**config.mk**
```make
export PLATFORM = sky130hd
export DESIGN_NAME = mem_write_response_gen_flat
export DESIGN_NICKNAME = d
export VERILOG_FILES = /design/src/source/ofs_plat_pkg.sv /design/src/source/local_mem_if.sv /design/src/source/mem_write_response_gen.sv /design/src/flat_wrapper.sv
export SDC_FILE = /design/constraint.sdc
export NUM_CORES = 1
export LEC_CHECK = 0
export BUFFER_PORTS_ARGS = -buffer_cell sky130_fd_sc_hd__buf_2
export CORE_AREA = 2 2 39 41
export DETAILED_ROUTE_END_ITERATION = 10
export DIE_AREA = 0 0 41 43
export GPL_TIMING_DRIVEN = 0
export PLACE_DENSITY = 0.45
export SYNTH_ARGS = -nofsm -noshare
export SYNTH_HDL_FRONTEND = slang
export SYNTH_SLANG_ARGS = --single-unit
```
**constraint.sdc**
```tcl
create_clock -name pClk -period 2.78 [get_ports pClk]
set_clock_uncertainty 0.05 [all_clocks]
set_input_delay 0.417 -clock pClk [delete_from_list [all_inputs] [get_ports pClk]]
set_output_delay 0.417 -clock pClk [all_outputs]
set_load 0.02 [all_outputs]
```
**src/source/ofs_plat_pkg.sv**
```systemverilog
//------------------------------
// Platform shared definitions
// Widths, CSR offsets and AXI response codes used by the platform and AFU
//------------------------------

package ofs_plat_pkg;

    // Word address width of the local memory bank
    localparam int MEM_ADDR_WIDTH = 16;

    // AXI4-Lite register port
    typedef logic [7:0]  csr_addr_t;
    typedef logic [31:0] csr_data_t;
    typedef logic [1:0]  axi_resp_t;

    // Local memory bank
    typedef logic [MEM_ADDR_WIDTH-1:0] mem_addr_t;
    typedef logic [63:0]               mem_data_t;
    typedef logic [3:0]                burst_cnt_t;

    // Job length in words and the result of the read-back pass
    typedef logic [15:0] line_cnt_t;
    typedef logic [63:0] checksum_t;

    localparam axi_resp_t RESP_OKAY   = 2'b00;
    localparam axi_resp_t RESP_SLVERR = 2'b10;

    // CTRL writes start in bit 0 and reads back busy in bit 0, done in bit 1
    localparam csr_addr_t REG_CTRL    = 8'h00;
    localparam csr_addr_t REG_BASE    = 8'h04;
    localparam csr_addr_t REG_LENGTH  = 8'h08;
    localparam csr_addr_t REG_SEED    = 8'h0C;
    localparam csr_addr_t REG_SUM_LO  = 8'h10;
    localparam csr_addr_t REG_SUM_HI  = 8'h14;
    localparam csr_addr_t REG_WR_RESP = 8'h18;

    // Fill engine FSM
    typedef enum logic [2:0] {
        IDLE,
        WRITE,
        WAIT_RESP,
        READ,
        DONE
    } fill_state_t;

endpackage
```
**src/source/local_mem_if.sv**
```systemverilog
//------------------------------
// Local memory bank interface
// Avalon-MM style bus between the AFU and the bank model
//------------------------------

interface local_mem_if;

    ofs_plat_pkg::mem_addr_t  address;
    logic                     read;
    logic                     write;
    ofs_plat_pkg::burst_cnt_t burstcount;
    ofs_plat_pkg::mem_data_t  writedata;
    logic                     waitrequest;
    ofs_plat_pkg::mem_data_t  readdata;
    logic                     readdatavalid;
    logic                     writeresponsevalid;

    // AFU side, issues the bursts
    modport master (
        output address, read, write, burstcount, writedata,
        input  waitrequest, readdatavalid
    );

    // Bank model side
    modport slave (
        input  address, read, write, burstcount, writedata,
        output waitrequest, readdata, readdatavalid
    );

    // Watches write beats and reports completed write bursts
    modport resp_gen (
        input  write, waitrequest, burstcount,
        output writeresponsevalid
    );

    // Passive view of the returned data and write responses
    modport monitor (
        input readdata, readdatavalid, writeresponsevalid
    );

endinterface

```
**src/source/mem_write_response_gen.sv**
```systemverilog
//------------------------------
// Write response generator
// One writeresponsevalid pulse per finished write burst
//------------------------------

module mem_write_response_gen
(
    input  logic          pClk,
    input  logic          rst_n,
    local_mem_if.resp_gen mem
);

    // Beats still expected in the open burst, zero between bursts
    ofs_plat_pkg::burst_cnt_t beats_left;
    logic                     wr_beat;

    assign wr_beat = mem.write && !mem.waitrequest;

    always_ff @(posedge pClk or negedge rst_n)
    begin
        if (!rst_n)
        begin
            beats_left             <= '0;
            mem.writeresponsevalid <= 1'b0;
        end
        else
        begin
            mem.writeresponsevalid <= 1'b0;
            if (wr_beat)
            begin
                if (beats_left == '0)
                begin
                    // First beat, the burst length is only valid here
                    beats_left             <= mem.burstcount - 1'b1;
                    mem.writeresponsevalid <= (mem.burstcount == 4'd1);
                end
                else
                begin
                    beats_left             <= beats_left - 1'b1;
                    mem.writeresponsevalid <= (beats_left == 4'd1);
                end
            end
        end
    end

endmodule

```
**src/flat_wrapper.sv**
```systemverilog
// flat-port wrapper written by rule: the top's interface ports become plain ports
module mem_write_response_gen_flat 
  (pClk, rst_n, mem_write, mem_waitrequest, mem_burstcount, mem_writeresponsevalid);
  local_mem_if mem_i ();
  input  logic pClk;
  input  logic rst_n;
  input wire logic [$bits(mem_i.write)-1:0] mem_write;
  input wire logic [$bits(mem_i.waitrequest)-1:0] mem_waitrequest;
  input wire logic [$bits(mem_i.burstcount)-1:0] mem_burstcount;
  output wire logic [$bits(mem_i.writeresponsevalid)-1:0] mem_writeresponsevalid;
  assign mem_i.write = mem_write;
  assign mem_i.waitrequest = mem_waitrequest;
  assign mem_i.burstcount = mem_burstcount;
  assign mem_writeresponsevalid = mem_i.writeresponsevalid;
  mem_write_response_gen u_core (.pClk(pClk), .rst_n(rst_n), .mem(mem_i));
endmodule
```
== Word level (Yosys, flattened, before mapping) ==
Index checks and enable logic that the tools add are counted.

* Word-level logic and storage cells: 12
* Flip-flop bits (word level): 5

* Add/sub/neg operators: 2
* Equal/unequal tests: 2
* Reduce and logical (&&, ||, !) cells: 3
* Multiplexer cells: 3

{| class="wikitable"
|+ Operator list
! kind !! count
|-
| 4-bit by 1-bit equality test with 1-bit output, second input constant || 2
|-
| 4-bit by 1-bit subtractor with 4-bit output, second input constant || 2
|-
| 4-bit zero test || 1
|-
| 4-bit two-way mux || 1
|-
| 1-bit two-way mux || 2
|-
| 1-bit logical AND || 1
|-
| 1-bit zero test || 1
|}

== Logic depth before layout (Yosys ltp) ==
Gate-level depths: netlist of run 1.

* Depth after elaboration: 3
* Depth in mapped cells: 5

== Worst setup path after synthesis of run 1 ==
Ideal clock, no wire load.

* Kind: register -> register
* Start point: reg u_core.beats_left[0]
* End point: reg u_core.beats_left[1]
* Buffers on the path: 0
* Arrival time: 1327 ps
* Stages on the path, launching flop included: 6
* Clock period less this slack: 1451 ps
* Required time: 2656 ps
* Slack: 1329 ps
* Cell sequence: dfrtp_1 inv_1 ha_1 nor3b_2 mux2_2 o21ai_2

* Cells in the longest elaborated chain, start to end: 2

{| class="wikitable"
|+ RTL lines
! what !! line !! text
|-
| from (decl) || mem_write_response_gen.sv:14 || <nowiki>ofs_plat_pkg::burst_cnt_t beats_left;</nowiki>
|-
| from (signal assigned) || mem_write_response_gen.sv:34 || <nowiki>beats_left <= mem.burstcount - 1'b1;</nowiki>
|-
| from (signal assigned) || mem_write_response_gen.sv:39 || <nowiki>beats_left <= beats_left - 1'b1;</nowiki>
|-
| 4-bit by 1-bit subtractor with 4-bit output or 4-bit zero test (tied branches) || mem_write_response_gen.sv:39, mem_write_response_gen.sv:31 ||
|-
| 4-bit two-way mux (*) || mem_write_response_gen.sv:31 || <nowiki>if (beats_left == '0)</nowiki>
|}

Every way passes the cells marked *; elsewhere a longest branch is shown, timed or not.
A chain may end at the register's enable or synchronous reset.

== Final worst setup path of run 1 ==
Ends and elaborated chain as after synthesis.

==> results of run 1 <==
[kinds of logic (layout without fill, tap and decap cells)]
| family | after synthesis | in the layout | synth area share |
|---|---|---|---|
| muxes | 1 | 1 | 0.0312 |
| adders and majority gates | 4 | 4 | 0.139 |
| xor gates and xnor gates | 1 | 1 | 0.0243 |
| DFF | 5 | 5 | 0.347 |
| buffers and inverters | 5 | 18 | 0.0521 |
| AOI/OAI and AO/OA | 8 | 8 | 0.160 |
| and+or+nand+nor | 13 | 13 | 0.247 |
[flip-flops by register name, indices dropped and copies added, names as in the netlist]
signal                         count
u_core.beats_left                  4
u_core.mem.writeresponsevalid      1
[power by group through the flow]
stage	clock network [mW]	registers, mW	logic [mW]
finish	0.0806	0.138	0.153
global route	0.0903	0.144	0.178
CTS	0.0844	0.138	0.157
detailed placement	0	0.139	0.156
global placement	0	0.140	0.157
floorplan	0	0.131	0.120
[tightest hold or removal path, delay by kind of cell, from the launching register on]
kind,cells,cell delay [ns]
compound gates,1,0.05
flops,1,0.36
simple gates,1,0.07
[cells in the final DEF (no fill, tap or decap), types with 2 or more instances in the layout]
master	n
dfrtp_1	5
ha_1	4
nor3_1	2
inv_1	5
buf_2	8
a21oi_1	2
clkbuf_4	3
nand2_1	2
nor4_1	3
[worst paths after layout]
check / startpoint / end / slack, ns / cells past startpoint
max in group asynchronous: rst_n / u_core.beats_left[1]$_DFFE_PN0P_ / 2.07 / 2
worst min-delay path: u_core.beats_left[1]$_DFFE_PN0P_ / u_core.beats_left[1]$_DFFE_PN0P_ / 0.46 / 2
worst max-delay path: u_core.beats_left[0]$_DFFE_PN0P_ / u_core.beats_left[1]$_DFFE_PN0P_ / 1.19 / 5
min in group asynchronous: rst_n / u_core.beats_left[0]$_DFFE_PN0P_ / 0.48 / 2
worst max register to register: u_core.beats_left[0]$_DFFE_PN0P_ / u_core.beats_left[1]$_DFFE_PN0P_ / 1.19 / 5
worst min register to register: u_core.beats_left[1]$_DFFE_PN0P_ / u_core.beats_left[1]$_DFFE_PN0P_ / 0.46 / 2
[per-stage QoR]
step                      worst slack [ns]  hold WS [ns]  std cells   util
after floorplan                       1.33        0.0714         37      -
after global placement                1.16         0.184         61  0.304
after detailed placement              1.18         0.186         61  0.304
after CTS                             1.18         0.467         66  0.330
after global routing                  1.07         0.487         66  0.330
final                                 1.19         0.462         66  0.330
[routing by layer]
layer,GRT usage,routed length (microns),vias to the layer above,part of all wire
met5,0,0,-,0
met4,0.0400,0,0,0
met3,0.0314,16,0,0.024
met2,0.169,341,5,0.51
met1,0.0968,305,139,0.46
li1,-,-,162,-
[final cells by class]
class                   instances  area, sq um  area share
inverters                       5         18.8      0.0411
well taps                      16         20.0      0.0438
multi-input cells              27          216       0.474
clock buffers                   4         26.3      0.0575
flip-flops and latches          5          125       0.274
repair buffers                  9         50.0       0.110
==> flow_metrics.tcl, run 1 <==
set metrics [dict create \
    run_status "finished clean" \
    slew_violations 0 \
    rsz0062_at_grt "false" \
    finalCritPeriodShare 0.571 \
    io_pins 9 \
    hold_viol 0 \
    cts_max_path_buffers 2 \
    antenna-diode-count 0 \
    vdd_ir_drop_max_mv 0.186 \
    synth_area_sq_um 360 \
    ctsResizeCount 0 \
    tightest_slew_ns 0.353 \
    crit_chain "inv_1 > ha_1 > nor3b_2 > mux2_2 > o21ai_2" \
    grt_antenna_before_repair 0 \
    hp-class "reg -> reg" \
    crit_family "flip-flops" \
    gr-total-overflow 0 \
    maxCapViolCount 0 \
    gp_congestion 0.624 \
    core_area_sq_um 1380 \
    maxSlewHeadroom 0.764 \
    crit_path_end_kind "flip-flop" \
    synth_largest_area_cell "dfrtp_1" \
    postRouteAntennaNets 0 \
    setup_viol 0 \
    hold_buffers 1 \
    p_sw_mw 0.140 \
    fin_crit_ns 1.59 \
    synth_edf_count 0 \
    power_frac_comb 0.412 \
    netlist_instances 37 \
    grt_start_max_net_pins 8 \
    drive_above_1_share 0.320 \
    powerDensity_nw_per_um2 814 \
    clock.fmax_ghz 0.629 \
    p_int_mw 0.232 \
    clkSinkCount 5 \
    slowest_stage "dfrtp_1" \
    yosysWarnings 0 \
    finalInstanceArea_sq_um 457 \
    synthDistinctLibCells 21 \
    fp-row-count 14 \
    wl_microns 663 \
    start_kind "flip-flop" \
    crit_arrival_ns 1.70 \
    die_height_microns 43 \
    start_util 0.260 \
    grt_pass1_vias 300 \
    seqPwrFrac 0.371 \
    port_buffers 8 \
    dpl.hpwl_microns 568 \
    h-tree-depth 1 \
    clk_latency_ns 0.23 \
    vias 306 \
    criticalPathCategory "reg -> reg" \
    power.share.switching 0.376 \
    seq_area_frac_synth 0.347 \
    final_net_count 63 \
    syn_to_final_growth_pct 26.7 \
    netlist_top_cells_count "dfrtp_1 (5), inv_1 (5), ha_1 (4), nor4_1 (3)" \
    first_pass_iters 3 \
    cts_tree "yes" \
    crit_buf_inv 1 \
    crit_path_max_incr_delay_ns 0.42 \
    grt_first_pass_wirelength_mm 1.14 \
    p_leak_nw 0.222 \
    syn_avg_cell_area_sq_um 9.74 \
    gr-usage-all-layers 0.0965 \
    drtIter0Drc 8 \
    numCtsBuffers 3 \
    dieWidth_microns 41 \
    pwr-share-clk 0.217 \
    ys_seq_elements 5 \
    p_total_mw 0.372 \
    worstPathRequired_ns 2.89 \
    post-route-drc-count 0 \
    placed_area_sq_um 420 \
    fill_cells 153 \
    synthArstFlopShare 1.00 \
    synth_top_area_frac 0.347 \
    viasPerCell 4.64 \
    cts_setup_buffers 0 \
    fin_tns_setup_ns 0 \
    synth_nets 49 \
    cts_root_buf "clkbuf_4" \
    wl_per_cell_microns 10.0 \
    cp_max_fo 5 \
    clk_pin_slew_worst_paths_ns 0.04 \
    synth-main-ff-cell "dfrtp_1" \
    die-area_sq_um 1760 \
    synth_area_leaders "dfrtp_1 (35%), ha_1 (14%), inv_1 (5.2%), nor4_1 (5.2%), and4bb_2 (3.5%)" \
]
No activity file was read; power rests on OpenSTA's default activity.
==> inputs of run 2 (changes only) <==
Settings changed: PLACE_DENSITY 0.45 to 0.47.
Clock period 2.78 ns to 1.4 ns, I/O delays scaled along.
==> run 2 against run 1 <==
Against the previous run:
- the flow now finishes with violations (negative setup slack)
- first-iteration DRC count unchanged
- final area is 8.2% higher
- via count rose by 5.9%
- clock power up 110%
- register-to-register slack lost 1.2 ns
==> flow_metrics.tcl, run 2 (synthesis gave the netlist of run 1 again) <==
set metrics [dict create \
    core_area_sq_um 1380 \
    final_net_count 65 \
    crit_chain "inv_2 > ha_4 > nor3b_4 > mux2_4 > o21ai_2" \
    postRouteAntennaNets 0 \
    met3_length_microns 27 \
    crit_buf_inv 1 \
    wl_met1_microns 366 \
    drtIter0Drc 8 \
    p_total_mw 0.894 \
    multi_input_area_sq_um 239 \
    fp-row-count 14 \
    power_frac_comb 0.500 \
    fill_cells 147 \
    clkSinkCount 5 \
    final_cell_mix "buf_2 (8), dfrtp_1 (5)" \
    clk_pin_slew_worst_paths_ns 0.05 \
    vias 324 \
    wl_met2_microns 350 \
    rsz0062_at_grt "true" \
    h-tree-depth 1 \
    layout.cells.most_common "buf_2" \
    violations "negative setup slack" \
    seqPwrFrac 0.315 \
    slew_violations 0 \
    viasPerCell 4.76 \
    dpl.hpwl_microns 534 \
    pwr-share-clk 0.186 \
    p_leak_nw 0.235 \
    start_kind "flip-flop" \
    run_status "finished, violations left" \
    die_height_microns 43 \
    cp_max_fo 5 \
    setup_viol 1 \
    slowest_stage "dfrtp_1" \
    largest_registers "u_core.beats_left: 4 flops, u_core.mem.writeresponsevalid: 1 flops" \
    regMostFlops "u_core.beats_left" \
    finalCritPeriodShare 1.03 \
    drive_above_1_share 0.404 \
    powerDensity_nw_per_um2 1810 \
    syn_to_final_growth_pct 37.2 \
    maxCapViolCount 0 \
    cts_max_path_buffers 2 \
    p_int_mw 0.559 \
    crit_arrival_ns 1.56 \
    largest_reg_flops 4 \
    crit_path_max_incr_delay_ns 0.41 \
    worstPathRequired_ns 1.52 \
    power.share.switching 0.375 \
    final_util 0.357 \
    wl_microns 744 \
    fin_ws_ns -0.0422 \
    crit_path_end_kind "flip-flop" \
    grt_pass1_vias 303 \
    maxSlewHeadroom 0.775 \
    gp_congestion 0.698 \
    port_buffers 8 \
    die-area_sq_um 1760 \
    grt_start_max_net_pins 8 \
    numCtsBuffers 3 \
    regArea_sq_um 125 \
    grt_antenna_before_repair 0 \
    antenna-diode-count 0 \
    grt_first_pass_wirelength_mm 1.23 \
    crit_family "flip-flops" \
    start_util 0.260 \
    cts_root_buf "clkbuf_4" \
    post-route-drc-count 0 \
    gr-usage-all-layers 0.102 \
    vdd_ir_drop_max_mv 0.598 \
    first_pass_iters 3 \
    wl_per_cell_microns 10.9 \
    gr-total-overflow 0 \
    fin_crit_ns 1.44 \
    tightest_slew_ns 0.337 \
    io_pins 9 \
    topRoutingLayerUsed "met3" \
    criticalPathCategory "reg -> reg" \
    hold_viol 0 \
    dieWidth_microns 41 \
    clk_latency_ns 0.24 \
    cts_tree "yes" \
    p_sw_mw 0.335 \
    hp-class "in -> reg" \
    clock.fmax_ghz 0.693 \
]
## run 2: final timing paths
check / start / endpoint / slack [ns] / cells after the start
worst max-delay path: u_core.beats_left[1]$_DFFE_PN0P_ / u_core.beats_left[1]$_DFFE_PN0P_ / -0.04 / 5
worst min-delay path: mem_waitrequest / u_core.beats_left[2]$_DFFE_PN0P_ / 0.26 / 4
worst max register to register: u_core.beats_left[1]$_DFFE_PN0P_ / u_core.beats_left[1]$_DFFE_PN0P_ / -0.04 / 5
worst min register to register: u_core.beats_left[2]$_DFFE_PN0P_ / u_core.mem.writeresponsevalid$_DFF_PN0_ / 0.50 / 1
max in group asynchronous: rst_n / u_core.mem.writeresponsevalid$_DFF_PN0_ / 0.90 / 2
min in group asynchronous: rst_n / u_core.beats_left[1]$_DFFE_PN0P_ / 0.27 / 2
## run 2: through the flow
| step | instances | setup WS (ns) | hold WS (ns) | instance area (sq um) | setup TNS, ns |
|---|---|---|---|---|---|
| after CTS | 68 | -0.0211 | 0.252 | 494 | -0.0211 |
| after global routing | 68 | -0.0877 | 0.264 | 494 | -0.156 |
| after detailed placement | 61 | -0.110 | -0.0177 | 433 | -0.162 |
| after floorplan | 37 | -0.00587 | -0.136 | 373 | -0.00587 |
| after global placement | 61 | -0.125 | -0.0235 | 433 | -0.194 |
| final | 68 | -0.0422 | 0.260 | 494 | -0.0422 |
## run 2: layer usage
layer | vias to the layer above | GRT usage
met5 | - | 0
met4 | 0 | 0.0800
met3 | 0 | 0.0157
met2 | 9 | 0.138
met1 | 148 | 0.137
li1 | 167 | -
## run 2: power groups by stage
stage	registers, mW	logic, mW	clock network, mW
2_1_floorplan	0.270	0.281	0
3_3_place_gp	0.285	0.354	0
3_5_place_dp	0.279	0.355	0
4_1_cts	0.279	0.438	0.177
5_1_grt	0.287	0.485	0.190
6_report	0.281	0.447	0.166
## run 2: what timing repair did
item	4_1_cts	5_1_grt
gates resized for setup	3	0
endpoints found under the hold margin	5	0
pin swaps	1	0
setup endpoints to repair	3	3
hold buffers	1	0
buffers inserted	2	0
## run 2: worst reg2reg max path, stage by stage, from the launching register on
cell and delay [ns]:
dfrtp_1 0.41, inv_2 0.09, ha_4 0.15, nor3b_4 0.24
mux2_4 0.33, o21ai_2 0.10
## run 2: final cells by class
type,instances,area share
Multi-Input combinational cell,27,0.484
Sequential cell,5,0.253
Timing Repair Buffer,11,0.132
Clock buffer,4,0.0532
Tap cell,16,0.0405
Inverter,5,0.0380
==> inputs of run 3 (changes only) <==
Settings changed: ABC_AREA set to 1, PLACE_DENSITY 0.47 to 0.49.
==> run 3 against run 2 <==
Against the previous run:
- highest routed layer unchanged
- hold slack got worse by 0.035 ns
- via count rose by 6.5%
- the flow now finishes without violations
- clock power barely moved
- largest cell class unchanged
==> flow_metrics.tcl, run 3 <==
set metrics [dict create \
    dpl.hpwl_microns 554 \
    setup_viol 0 \
    synth.most_common_cell "nor2_1" \
    die_height_microns 43 \
    fin_crit_ns 1.28 \
    largest_reg_flops 4 \
    regMostFlops "u_core.beats_left" \
    syn_avg_cell_area_sq_um 7.46 \
    cts_setup_buffers 0 \
    powerDensity_nw_per_um2 1500 \
    synth-main-ff-cell "dfrtp_1" \
    hp-class "in -> reg" \
    hold_viol 0 \
    dieWidth_microns 41 \
    wl_microns 656 \
    postRouteAntennaNets 0 \
    seq_area_frac_synth 0.329 \
    synth_top_area_frac 0.329 \
    yosysWarnings 0 \
    cpMostUsedCell "nor2_1" \
    final_cell_mix "nor2_1 (11), inv_1 (8), buf_2 (8)" \
    clkSinkCount 5 \
    drtIter0Drc 5 \
    synth_largest_area_cell "dfrtp_1" \
    holdPathStages 4 \
    synth_nets 63 \
    ys_seq_elements 5 \
    reg2regPathDepth 8 \
    h-tree-depth 1 \
    wl_per_cell_microns 8.20 \
    numCtsBuffers 3 \
    synthDistinctLibCells 16 \
    power.share.switching 0.391 \
    cts_root_buf "clkbuf_4" \
    final_net_count 77 \
    cp_max_fo 4 \
    layout.cells.most_common "nor2_1" \
    fp-row-count 14 \
    holdPathEnd "u_core.mem.writeresponsevalid$_DFF_PN0_" \
    pwr-share-clk 0.227 \
    gp_congestion 0.759 \
    start_kind "flip-flop" \
    crit_arrival_ns 1.40 \
    port_buffers 8 \
    clk_latency_ns 0.24 \
    clk_pin_slew_worst_paths_ns 0.04 \
    fill_cells 153 \
    crit_path_end_kind "flip-flop" \
    grt_pass1_vias 298 \
    p_leak_nw 0.254 \
    worstPathRequired_ns 1.52 \
    slowest_stage "dfrtp_1" \
    maxCapViolCount 0 \
    synth_area_leaders "dfrtp_1 (33%), ha_1 (13%), nor2_1 (11%), inv_1 (7.9%), nor2_4 (5.9%)" \
    critical_path_depth 8 \
    vdd_ir_drop_max_mv 0.726 \
    synthArstFlopShare 1.00 \
    grt_first_pass_wirelength_mm 1.11 \
    p_sw_mw 0.279 \
    io_pins 9 \
    power_frac_comb 0.420 \
    gr-usage-all-layers 0.0987 \
    seqPwrFrac 0.353 \
    rsz0062_at_grt "false" \
    synth_edf_count 0 \
    core_area_sq_um 1380 \
    start_util 0.275 \
    crit_chain "inv_1 > ha_1 > nand2_4 > inv_2 > nand2_1 > nor2_1 > nor2_1 > nor2_1" \
    fin_tns_setup_ns 0 \
    hold_start "mem_waitrequest" \
    p_int_mw 0.435 \
    tightest_slew_ns 0.184 \
    largest_registers "u_core.beats_left: 4 flops, u_core.mem.writeresponsevalid: 1 flops" \
    fin_ws_ns 0.119 \
    crit_buf_inv 2 \
    netlist_instances 51 \
    cts_max_path_buffers 2 \
    gr-total-overflow 0 \
    dp_slack_ns 0.107 \
    reg2reg_slack_ns 0.12 \
    slew_violations 0 \
    rr_endpoint "u_core.beats_left[3]$_DFFE_PN0P_" \
    syn_to_final_growth_pct 25.3 \
    ctsResizeCount 0 \
    netlist_top_cells_count "nor2_1 (11), inv_1 (8), dfrtp_1 (5), nand2_1 (5), ha_1 (4)" \
    criticalPathCategory "reg -> reg" \
    clock.fmax_ghz 0.781 \
    die-area_sq_um 1760 \
    vias 345 \
    finalCritPeriodShare 0.915 \
    first_pass_iters 4 \
    post-route-drc-count 0 \
    antenna-diode-count 0 \
    viasPerCell 4.31 \
    run_status "finished clean" \
    crit_path_max_incr_delay_ns 0.39 \
    cts_tree "yes" \
    grt_antenna_before_repair 0 \
    drive_above_1_share 0.234 \
    crit_family "flip-flops" \
    maxSlewHeadroom 0.877 \
    synth_area_sq_um 380 \
    worstReg2RegStart "u_core.beats_left[0]$_DFFE_PN0P_" \
    grt_start_max_net_pins 8 \
]
[run 3: changes by cell type in the layout (fill, tap and decap cells not counted), moves of 2 or more]
cell,before,now
nor4_1,3,0
buf_4,2,0
nor2_4,0,2
nand2_1,2,5
o21ai_1,0,2
inv_1,3,8
nand3_1,0,3
nor2_1,1,11
[run 3: logic make-up (layout without fill, tap and decap cells)]
group,after synthesis,in the layout,synth area share
AOI/OAI and AO/OA,9,9,0.128
xor gates and xnor gates,1,1,0.0230
adders and majority gates,4,4,0.132
buffers and inverters,9,22,0.0888
DFF,5,5,0.329
and+or+nand+nor,23,23,0.299
[run 3: worst max-delay path by stage]
stage,end,start
floorplan,u_core.beats_left[1]$_DFFE_PN0P_,u_core.beats_left[0]$_DFFE_PN0P_
global placement,u_core.beats_left[3]$_DFFE_PN0P_,u_core.beats_left[0]$_DFFE_PN0P_
detailed placement,u_core.beats_left[3]$_DFFE_PN0P_,u_core.beats_left[0]$_DFFE_PN0P_
CTS,u_core.beats_left[3]$_DFFE_PN0P_,u_core.beats_left[0]$_DFFE_PN0P_
global route,u_core.beats_left[3]$_DFFE_PN0P_,u_core.beats_left[0]$_DFFE_PN0P_
finish,u_core.beats_left[3]$_DFFE_PN0P_,u_core.beats_left[0]$_DFFE_PN0P_
[run 3: layer usage]
metal  part of all wire  global-route usage
met3              0.044              0.0628
met4                  0              0.0600
met5                  0                   0
met1               0.49               0.120
met2               0.47               0.125
[run 3: cell type report]
type	count	area (sq um)	area share
clock buffer	4	26.3	0.0551
inverter	9	33.8	0.0709
multi-input combinational	37	221	0.465
sequential	5	125	0.262
tap	16	20.0	0.0420
timing repair buffer	9	50.0	0.105
[run 3: per-stage QoR]
stage | std cells | area (sq um) | hold slack [ns] | power, mW | utilization
6_report | 80 | 477 | 0.225 | 0.715 | 0.344
5_1_grt | 80 | 477 | 0.247 | 0.793 | 0.344
4_1_cts | 80 | 477 | 0.216 | 0.729 | 0.344
3_5_place_dp | 75 | 440 | -0.0222 | 0.557 | 0.318
3_3_place_gp | 75 | 440 | -0.0217 | 0.557 | 0.318
2_1_floorplan | 51 | 380 | -0.136 | 0.492 | -
[run 3: power groups by stage]
stage	sequential, mW	combinational (mW)	clock (mW)
floorplan	0.249	0.243	0
global placement	0.255	0.302	0
detailed placement	0.256	0.300	0
CTS	0.254	0.303	0.172
global route	0.259	0.350	0.184
finish	0.252	0.300	0.163
[run 3: repair_timing]
item | 4_1_cts | 5_1_grt
endpoints found under the hold margin | 5 | 0
hold buffers | 1 | 0
setup endpoints to repair | 0 | 0
[run 3: worst reg2reg max path: stages (launching register included)]
cell and delay [ns]:
dfrtp_1 0.39, inv_1 0.10, ha_1 0.26, nand2_4 0.09, inv_2 0.07, nand2_1 0.05, nor2_1 0.09, nor2_1 0.05
nor2_1 0.07
